[src/mdu_pkg.sv]
package mdu_pkg;

    typedef logic [31:0] word_t;

    typedef enum logic [2:0] {
        op_mul   = 3'd0,  // Low word of product
        op_mulh  = 3'd1,  // High word, signed
        op_mulhu = 3'd2,  // High word, unsigned
        op_div   = 3'd3,
        op_divu  = 3'd4,
        op_mod   = 3'd5,
        op_modu  = 3'd6
    } mdu_op_e;

    typedef struct packed {
        mdu_op_e    op;
        word_t [1:0] data;  // Element 0 is rj, element 1 is rk
    } mdu_i_t;

    typedef struct packed {
        word_t result;
    } mdu_o_t;

    typedef struct packed {
        logic       wreg;   // Writes a register
        logic [4:0] wdest;  // Destination register
    } decode_info_t;

    function automatic logic is_mul_op(input mdu_op_e op);
        logic hit;
        hit = (op == op_mul) || (op == op_mulh) || (op == op_mulhu);
        return hit;
    endfunction

endpackage

[src/mdu.sv]
`timescale 1ns/1ps

module mdu (
    input  logic                  clk,
    input  logic                  arst_n_i,
    input  logic                  flush_i,

    input  mdu_pkg::mdu_i_t       req_i,
    input  mdu_pkg::decode_info_t di_i,
    input  logic                  valid_i,
    output logic                  ready_o,

    output mdu_pkg::mdu_o_t       res_o,
    output mdu_pkg::decode_info_t di_o,
    output mdu_pkg::word_t [1:0]  data_s_o,
    output logic                  valid_o,
    input  logic                  ready_i
);

    mdu_pkg::mdu_o_t       mul_res;
    mdu_pkg::mdu_o_t       div_res;
    logic                  mul_valid;
    logic                  div_valid;
    logic                  mul_ready;
    logic                  div_ready;
    logic                  mul_done;
    logic                  div_done;

    logic                  req_is_mul;
    logic                  q_is_mul;
    logic                  accept;

    logic                  wait_q;
    mdu_pkg::mdu_op_e      op_q;
    mdu_pkg::decode_info_t di_q;
    mdu_pkg::word_t [1:0]  data_s_q;

    mdu_muler muler (
        .clk      (clk),
        .arst_n_i (arst_n_i),
        .flush_i  (flush_i),
        .req_i    (req_i),
        .valid_i  (mul_valid),
        .ready_o  (mul_ready),
        .res_o    (mul_res),
        .valid_o  (mul_done),
        .ready_i  (ready_i)
    );

    mdu_diver diver (
        .clk      (clk),
        .arst_n_i (arst_n_i),
        .flush_i  (flush_i),
        .req_i    (req_i),
        .valid_i  (div_valid),
        .ready_o  (div_ready),
        .res_o    (div_res),
        .valid_o  (div_done),
        .ready_i  (ready_i)
    );

    assign req_is_mul = mdu_pkg::is_mul_op(req_i.op);
    assign q_is_mul   = mdu_pkg::is_mul_op(op_q);

    // Only one request may reach a unit per operation
    assign mul_valid = valid_i & ~wait_q & req_is_mul;
    assign div_valid = valid_i & ~wait_q & ~req_is_mul;

    assign ready_o = ~wait_q & (req_is_mul ? mul_ready : div_ready);
    assign accept  = valid_i & ready_o;

    assign valid_o = q_is_mul ? mul_done : div_done;
    assign res_o   = q_is_mul ? mul_res : div_res;

    always_ff @(posedge clk or negedge arst_n_i) begin
        if (!arst_n_i) begin
            wait_q   <= 1'b0;
            op_q     <= mdu_pkg::op_mul;
            di_q     <= '0;
            data_s_q <= '0;
        end else if (flush_i) begin
            wait_q   <= 1'b0;
            op_q     <= mdu_pkg::op_mul;
            di_q     <= '0;
            data_s_q <= '0;
        end else if (accept) begin
            wait_q   <= 1'b1;
            op_q     <= req_i.op;
            di_q     <= di_i;
            data_s_q <= req_i.data;
        end else if (valid_o && ready_i) begin
            wait_q <= 1'b0;  // Response handed off
        end
    end

    assign di_o     = di_q;
    assign data_s_o = data_s_q;

endmodule

[src/mdu_diver.sv]
`timescale 1ns/1ps

module mdu_diver (
    input  logic            clk,
    input  logic            arst_n_i,
    input  logic            flush_i,

    input  mdu_pkg::mdu_i_t req_i,
    input  logic            valid_i,
    output logic            ready_o,

    output mdu_pkg::mdu_o_t res_o,
    output logic            valid_o,
    input  logic            ready_i
);

    localparam logic [2:0] st_idle  = 3'd0;
    localparam logic [2:0] st_iter  = 3'd2;
    localparam logic [2:0] st_fix   = 3'd3;
    localparam logic [2:0] st_done  = 3'd4;

    logic [2:0]       state_q;
    logic [4:0]       cnt_q;

    // Raw request
    mdu_pkg::mdu_op_e op_q;
    mdu_pkg::word_t   a_q;

    // Working registers
    mdu_pkg::word_t   quo_q;
    mdu_pkg::word_t   rem_q;
    mdu_pkg::word_t   dvs_q;
    logic             q_neg_q;
    logic             r_neg_q;
    logic             zero_q;
    logic             ovf_q;
    mdu_pkg::mdu_o_t  res_q;

    logic             accept;
    logic             op_signed;
    logic             op_rem;
    logic             a_neg;
    logic             b_neg;
    mdu_pkg::word_t   abs_a;
    mdu_pkg::word_t   abs_b;
    logic [32:0]      rem_sh;
    logic [32:0]      rem_diff;
    logic             rem_ge;
    mdu_pkg::word_t   quo_fix;
    mdu_pkg::word_t   rem_fix;

    assign ready_o = (state_q == st_idle);
    assign valid_o = (state_q == st_done);
    assign accept  = valid_i & ready_o;

    assign op_signed = (req_i.op == mdu_pkg::op_div) || (req_i.op == mdu_pkg::op_mod);
    assign op_rem    = (op_q == mdu_pkg::op_mod) || (op_q == mdu_pkg::op_modu);

    // Setup is done in the accept cycle
    assign a_neg = op_signed & req_i.data[0][31];
    assign b_neg = op_signed & req_i.data[1][31];
    assign abs_a = a_neg ? -req_i.data[0] : req_i.data[0];
    assign abs_b = b_neg ? -req_i.data[1] : req_i.data[1];

    // One restoring step
    assign rem_sh   = {rem_q, quo_q[31]};
    assign rem_diff = rem_sh - {1'b0, dvs_q};
    assign rem_ge   = (rem_sh >= {1'b0, dvs_q});

    always_comb begin
        if (zero_q) begin
            quo_fix = '1;
            rem_fix = a_q;
        end else if (ovf_q) begin
            quo_fix = a_q;
            rem_fix = '0;
        end else begin
            quo_fix = q_neg_q ? -quo_q : quo_q;
            rem_fix = r_neg_q ? -rem_q : rem_q;
        end
    end

    always_ff @(posedge clk or negedge arst_n_i) begin
        if (!arst_n_i) begin
            state_q <= st_idle;
            cnt_q   <= '0;
        end else if (flush_i) begin
            state_q <= st_idle;
            cnt_q   <= '0;
        end else begin
            case (state_q)
                st_idle: begin
                    if (accept) begin
                        state_q <= st_iter;
                        cnt_q   <= '0;
                    end
                end
                st_iter: begin
                    cnt_q <= cnt_q + 5'd1;
                    if (cnt_q == 5'd31) begin  // 32nd step
                        state_q <= st_fix;
                    end
                end
                st_fix: begin
                    state_q <= st_done;
                end
                st_done: begin
                    if (ready_i) begin
                        state_q <= st_idle;
                    end
                end
                default: begin
                    state_q <= st_idle;
                end
            endcase
        end
    end

    always_ff @(posedge clk) begin
        if (accept) begin
            op_q    <= req_i.op;
            a_q     <= req_i.data[0];
            quo_q   <= abs_a;
            rem_q   <= '0;
            dvs_q   <= abs_b;
            q_neg_q <= a_neg ^ b_neg;
            r_neg_q <= a_neg;
            zero_q  <= (req_i.data[1] == '0);
            ovf_q   <= op_signed && (req_i.data[0] == 32'h8000_0000)
                       && (req_i.data[1] == '1);
        end
        if (state_q == st_iter) begin
            quo_q <= {quo_q[30:0], rem_ge};
            rem_q <= rem_ge ? rem_diff[31:0] : rem_sh[31:0];
        end
        if (state_q == st_fix) begin
            res_q.result <= op_rem ? rem_fix : quo_fix;
        end
    end

    assign res_o = res_q;

endmodule

[src/mdu_muler.sv]
`timescale 1ns/1ps

module mdu_muler (
    input  logic            clk,
    input  logic            arst_n_i,
    input  logic            flush_i,

    input  mdu_pkg::mdu_i_t req_i,
    input  logic            valid_i,
    output logic            ready_o,

    output mdu_pkg::mdu_o_t res_o,
    output logic            valid_o,
    input  logic            ready_i
);

    // Stage 1 holds extended operands
    logic             s1_valid;
    mdu_pkg::mdu_op_e s1_op;
    logic [32:0]      s1_a;
    logic [32:0]      s1_b;

    // Stage 2 holds the selected word
    logic             s2_valid;
    mdu_pkg::mdu_o_t  s2_res;

    logic             s2_ready;
    logic             accept;
    logic             ext_signed;
    logic [65:0]      product;

    assign s2_ready   = ~s2_valid | ready_i;
    assign ready_o    = s2_ready;              // Low while output is held
    assign accept     = valid_i & ready_o;
    assign ext_signed = (req_i.op != mdu_pkg::op_mulhu);

    assign product = $signed(s1_a) * $signed(s1_b);

    always_ff @(posedge clk or negedge arst_n_i) begin
        if (!arst_n_i) begin
            s1_valid <= 1'b0;
            s2_valid <= 1'b0;
        end else if (flush_i) begin
            s1_valid <= 1'b0;
            s2_valid <= 1'b0;
        end else begin
            if (s2_ready) begin
                s1_valid <= accept;
                s2_valid <= s1_valid;
            end
        end
    end

    always_ff @(posedge clk) begin
        if (accept) begin
            s1_op <= req_i.op;
            s1_a  <= {ext_signed & req_i.data[0][31], req_i.data[0]};
            s1_b  <= {ext_signed & req_i.data[1][31], req_i.data[1]};
        end
    end

    always_ff @(posedge clk) begin
        if (s2_ready && s1_valid) begin
            if (s1_op == mdu_pkg::op_mul) begin
                s2_res.result <= product[31:0];
            end else begin
                s2_res.result <= product[63:32];
            end
        end
    end

    assign res_o   = s2_res;
    assign valid_o = s2_valid;

endmodule

[config.mk]
export PLATFORM = sky130hd
export DESIGN_NAME = mdu
export DESIGN_NICKNAME = d
export VERILOG_FILES = /design/src/mdu_pkg.sv /design/src/mdu.sv /design/src/mdu_diver.sv /design/src/mdu_muler.sv
export SDC_FILE = /design/constraint.sdc
export NUM_CORES = 2
export LEC_CHECK = 0
export BUFFER_PORTS_ARGS = -buffer_cell sky130_fd_sc_hd__buf_4
export CELL_PAD_IN_SITES_DETAIL_PLACEMENT = 1
export CELL_PAD_IN_SITES_GLOBAL_PLACEMENT = 1
export CORE_MARGIN = 2
export CORE_UTILIZATION = 46
export CTS_BUF_LIST = sky130_fd_sc_hd__clkbuf_8
export CTS_CLUSTER_DIAMETER = 100
export CTS_CLUSTER_SIZE = 40
export DETAILED_ROUTE_END_ITERATION = 7
export PLACE_DENSITY = 0.76
export RECOVER_POWER = 100
export SLEW_MARGIN = 5
export SYNTH_ARGS = -nofsm -noshare
export SYNTH_HDL_FRONTEND = slang
export SYNTH_HIERARCHICAL = 1
export SYNTH_SLANG_ARGS = --single-unit
[constraint.sdc]
create_clock -name clk -period 7.8 [get_ports clk]
set_input_delay 1.56 -clock clk [delete_from_list [all_inputs] [get_ports clk]]
set_output_delay 1.56 -clock clk [all_outputs]
set_load 0.05 [all_outputs]
==> impl_summary.md <==
Worst setup path
The worst endpoint data arrival time is 8.24 ns. The element type at the critical path start is a flop. The critical path's most frequent cell is fa_1.

Setup slack on the worst reg-to-reg path comes out at -0.008 ns. For this run, the slowest stage of the critical path takes 0.61 ns. The path type of the worst setup path is reg2reg. The startpoint identified for the worst register-to-register timing path is muler/s1_a[17]. For the worst setup path, the data required time is 8.23 ns.

Among all stages on the critical path, the largest delay is contributed by fa_2. Counting cells, the worst reg-to-reg path comes to 29. STA classifies the critical path endpoint as a flop. The endpoint identified for the worst register-to-register timing path is muler/res_o[8]. The maximum fanout count along the critical path is 12.

Layout
In the final layout, the share of cells above drive strength 1 is 9.717%. After filler insertion, the fill cell instance count of the layout stands at 14090. The share of the core filled with cells is 51.49%.

The synthesis-to-finish area growth is 11.40%. The register area is 0.01015 mm2. In the final design database the tool counted 7670 nets. The combined area of the multi-input logic cells is 0.04308 mm2.

Synthesis
The average instance in the mapped netlist occupies 9.669 um2. The most used flip-flop cell after synthesis is edfxtp_1. The number of storage elements in the synthesis netlist is 352. In this run the biggest area consumer among cell types represents 38.94% of the synthesized area. The share of flip-flops with an asynchronous set or reset after synthesis is 23.86%. In the post-synthesis netlist, the biggest area contributors are fa_1, edfxtp_1, inv_1, and2_1, ha_1. Synthesis handed over a netlist of 5987 instances. The synthesized design spends more area on one cell type than any other, namely fa_1.

The synthesis warning total is 6. In this run, distinct cell masters in the synthesized netlist total 92. Summing the sequential cell areas from Yosys gives 17.53% of the chip area.

By count the netlist is led by inv_1, fa_1, nand2_1, and2_1, clkbuf_1. Summing every instance area after synthesis gives 0.05789 mm2. The net count after synthesis is 7442. Counting flops with a built-in enable in the synthesized netlist gives 268. By instance count, the leading cell after synthesis is inv_1.

Detailed routing
The final layout contains routed wiring with a total length of 188.9 mm. The routed layout has 43870 vias. For this block, the initial DRC count from the detailed router was 2861. The number of nets still failing antenna checks after routing is 0.

After detailed routing, the average wire length per cell comes to 23.98 um. The first-pass iteration count of the detailed router is 5. Dividing the detail-routed via count by the number of cells gives 5.568.

For this run, design rule violations remaining after detail routing come to 0.

CTS
The insertion delay to the later sink of the worst-skew pair is 0.68 ns. Counting along the longest clock path gives a buffer depth of 3. The cell at the root of the clock tree is clkbuf_8. The clock tree from TritonCTS is built. After clock tree synthesis, the clock-pin slew on the worst setup and hold paths is 0.23 ns. In this run the number of H-tree levels came out at 1.

The number of clock sinks seen by CTS is 352. The CTS buffer count is 17.

Die
The area of the die is 0.1287 mm2. Once the floorplan was initialized, standard cells occupied 46.22% of the core. The initialized floorplan defines 130 standard-cell rows. In this run the count of I/O pins placed on the die edge is 182. In this run the vertical extent of the chip is 358.8 um. The die is 358.8 um wide.

After floorplanning, the core was sized to cover 0.1252 mm2.

Timing
The number of pins with negative max-slew slack in the final report is 539. The time the worst path needs with I/O delays and setup is 7.808 ns. Final hold analysis gives a worst-case slack of 0.5511 ns. The total negative slack for setup checks is -0.008185 ns. Setup violations remaining at the end of the flow were counted as 1. The final hold violation count is 0. On the final layout, the worst clock skew is 0.05515 ns.

At the pin with the least slew margin, the transition time is 5.020 ns. The remaining max-slew budget at the tightest pin is -234.7%. The final critical path takes up 100.1% of the cycle.

Setup slack on the critical path of the routed design comes to -0.008185 ns. The highest achievable clock rate is 128.1 MHz. Setup repair after global routing could not meet its margin everywhere.

Placed design
OpenSTA, run right after detailed placement, puts the worst setup slack at -0.2939 ns. The placer congestion estimate is 0.9436. The half-perimeter wire length after placement is 146.8 mm. The number of buffer cells added on primary ports is 181.

Flow run
Across the run, the number of max-cap violations was 11.

Min path
The cell depth of the worst hold path is 2. The class of the worst hold path is reg2reg. The worst hold path terminates at diver/res_o[15].

The start point of the worst hold path is diver/a_q[15].

Global route
The largest net degree at the start of global routing is 144. The via count of the first global-routing pass was 48970. The global route total overflow is 0. Across every metal layer, demand over resource in global routing totals 28.65%. The initial antenna violation count was 6. The first global-routing pass estimated 284.3 mm of wire.

Status
The checks that failed: max-capacitance violations, max-slew violations, negative setup slack. The flow ran to the end, but the final reports show violations.
-- worst max-delay path by stage --
| stage | to | cells past startpoint | start |
|---|---|---|---|
| after CTS | muler/res_o[28] | 28 | muler/s1_b[12] |
| after global placement | muler/res_o[27] | 27 | muler/s1_a[32] |
| after global routing | muler/res_o[8] | 26 | muler/s1_a[19] |
| after detailed placement | muler/res_o[27] | 29 | muler/s1_a[32] |
| final | muler/res_o[8] | 29 | muler/s1_a[17] |
| after floorplan | muler/res_o[28] | 26 | muler/s1_a[32] |
-- per-stage QoR --
stage,cells,area (um2)
floorplan,5987,57890
global placement,7786,62900
detailed placement,7786,62900
CTS,7820,63520
global route,7876,64490
finish,7878,64490
-- registers in the layout, indices dropped and copies added, names as in the netlist, 32 cells and up --
signal	cells
data_s_o	64
diver/a_q	32
diver/dvs_q	32
diver/quo_q	32
diver/rem_q	32
diver/res_o	32
muler/res_o	32
muler/s1_a	33
muler/s1_b	33
-- cells in the final DEF (no fill, tap or decap), drive strengths merged, types with 36 or more instances in the layout --
master / synthesis / routed
nand3: 42 / 42
o211ai: 36 / 36
xnor2: 155 / 155
nor3: 40 / 40
nand2: 745 / 745
nand2b: 166 / 166
o21ai: 166 / 166
mux2i: 81 / 81
xor2: 59 / 59
edfxtp: 268 / 268
dfrtp: 84 / 84
and2: 547 / 547
ha: 251 / 251
inv: 1165 / 1168
buf: 34 / 330
fa: 1126 / 1126
nor2: 120 / 120
a21oi: 170 / 170
clkbuf: 277 / 207
-- routing by layer --
layer	up-vias	routed length [um]	GRT usage, %
met3	329	10200	2.508
li1	18820	-	-
met2	1306	97480	52.07
met1	23410	74710	36.94
met5	-	46	0
met4	6	6435	6.717
-- worst max-delay path, delay by kind of cell, from the launching register on --
family                   cells  cell delay, ns
adder cells (fa/ha/maj)      9            4.40
buffers and inverters       10            1.11
AO/OA/AOI/OAI                6            1.00
flip-flops                   1            0.51
XOR/XNOR                     1            0.28
AND/OR/NAND/NOR              3            0.25
-- final cells by class --
class | count | area share [%]
multi-input combinational | 4159 | 66.80
clock inverter | 13 | 0.4094
sequential | 352 | 15.74
inverter | 1165 | 6.792
tap | 1650 | 3.201
timing repair buffer | 520 | 6.686
antenna | 2 | 0.007760
clock buffer | 17 | 0.3628
-- cell families (layout without fill, tap and decap cells) --
| logic type | Yosys count | in the layout | share of synthesized area, % |
|---|---|---|---|
| other | 0 | 2 | 0 |
| AO/OA/AOI/OAI | 614 | 614 | 6.793 |
| adder cells (fa/ha/maj) | 1377 | 1377 | 44.36 |
| multiplexers | 115 | 115 | 2.062 |
| flip-flops | 352 | 352 | 17.53 |
| XOR/XNOR | 214 | 214 | 3.238 |
| AND/OR/NAND/NOR | 1839 | 1839 | 16.15 |
| buffers and inverters | 1476 | 1715 | 9.862 |
-- what timing repair did --
action,in CTS,in global routing
gates cloned,0,11
pin swaps,8,101
hold buffers,0,0
resized for setup,22,237
setup buffers,4,45
endpoints found under the setup margin,11,26
Power is left out: the tool's default activity adds up to more than one toggle a clock period on the data nets, which glitch-free logic cannot reach.
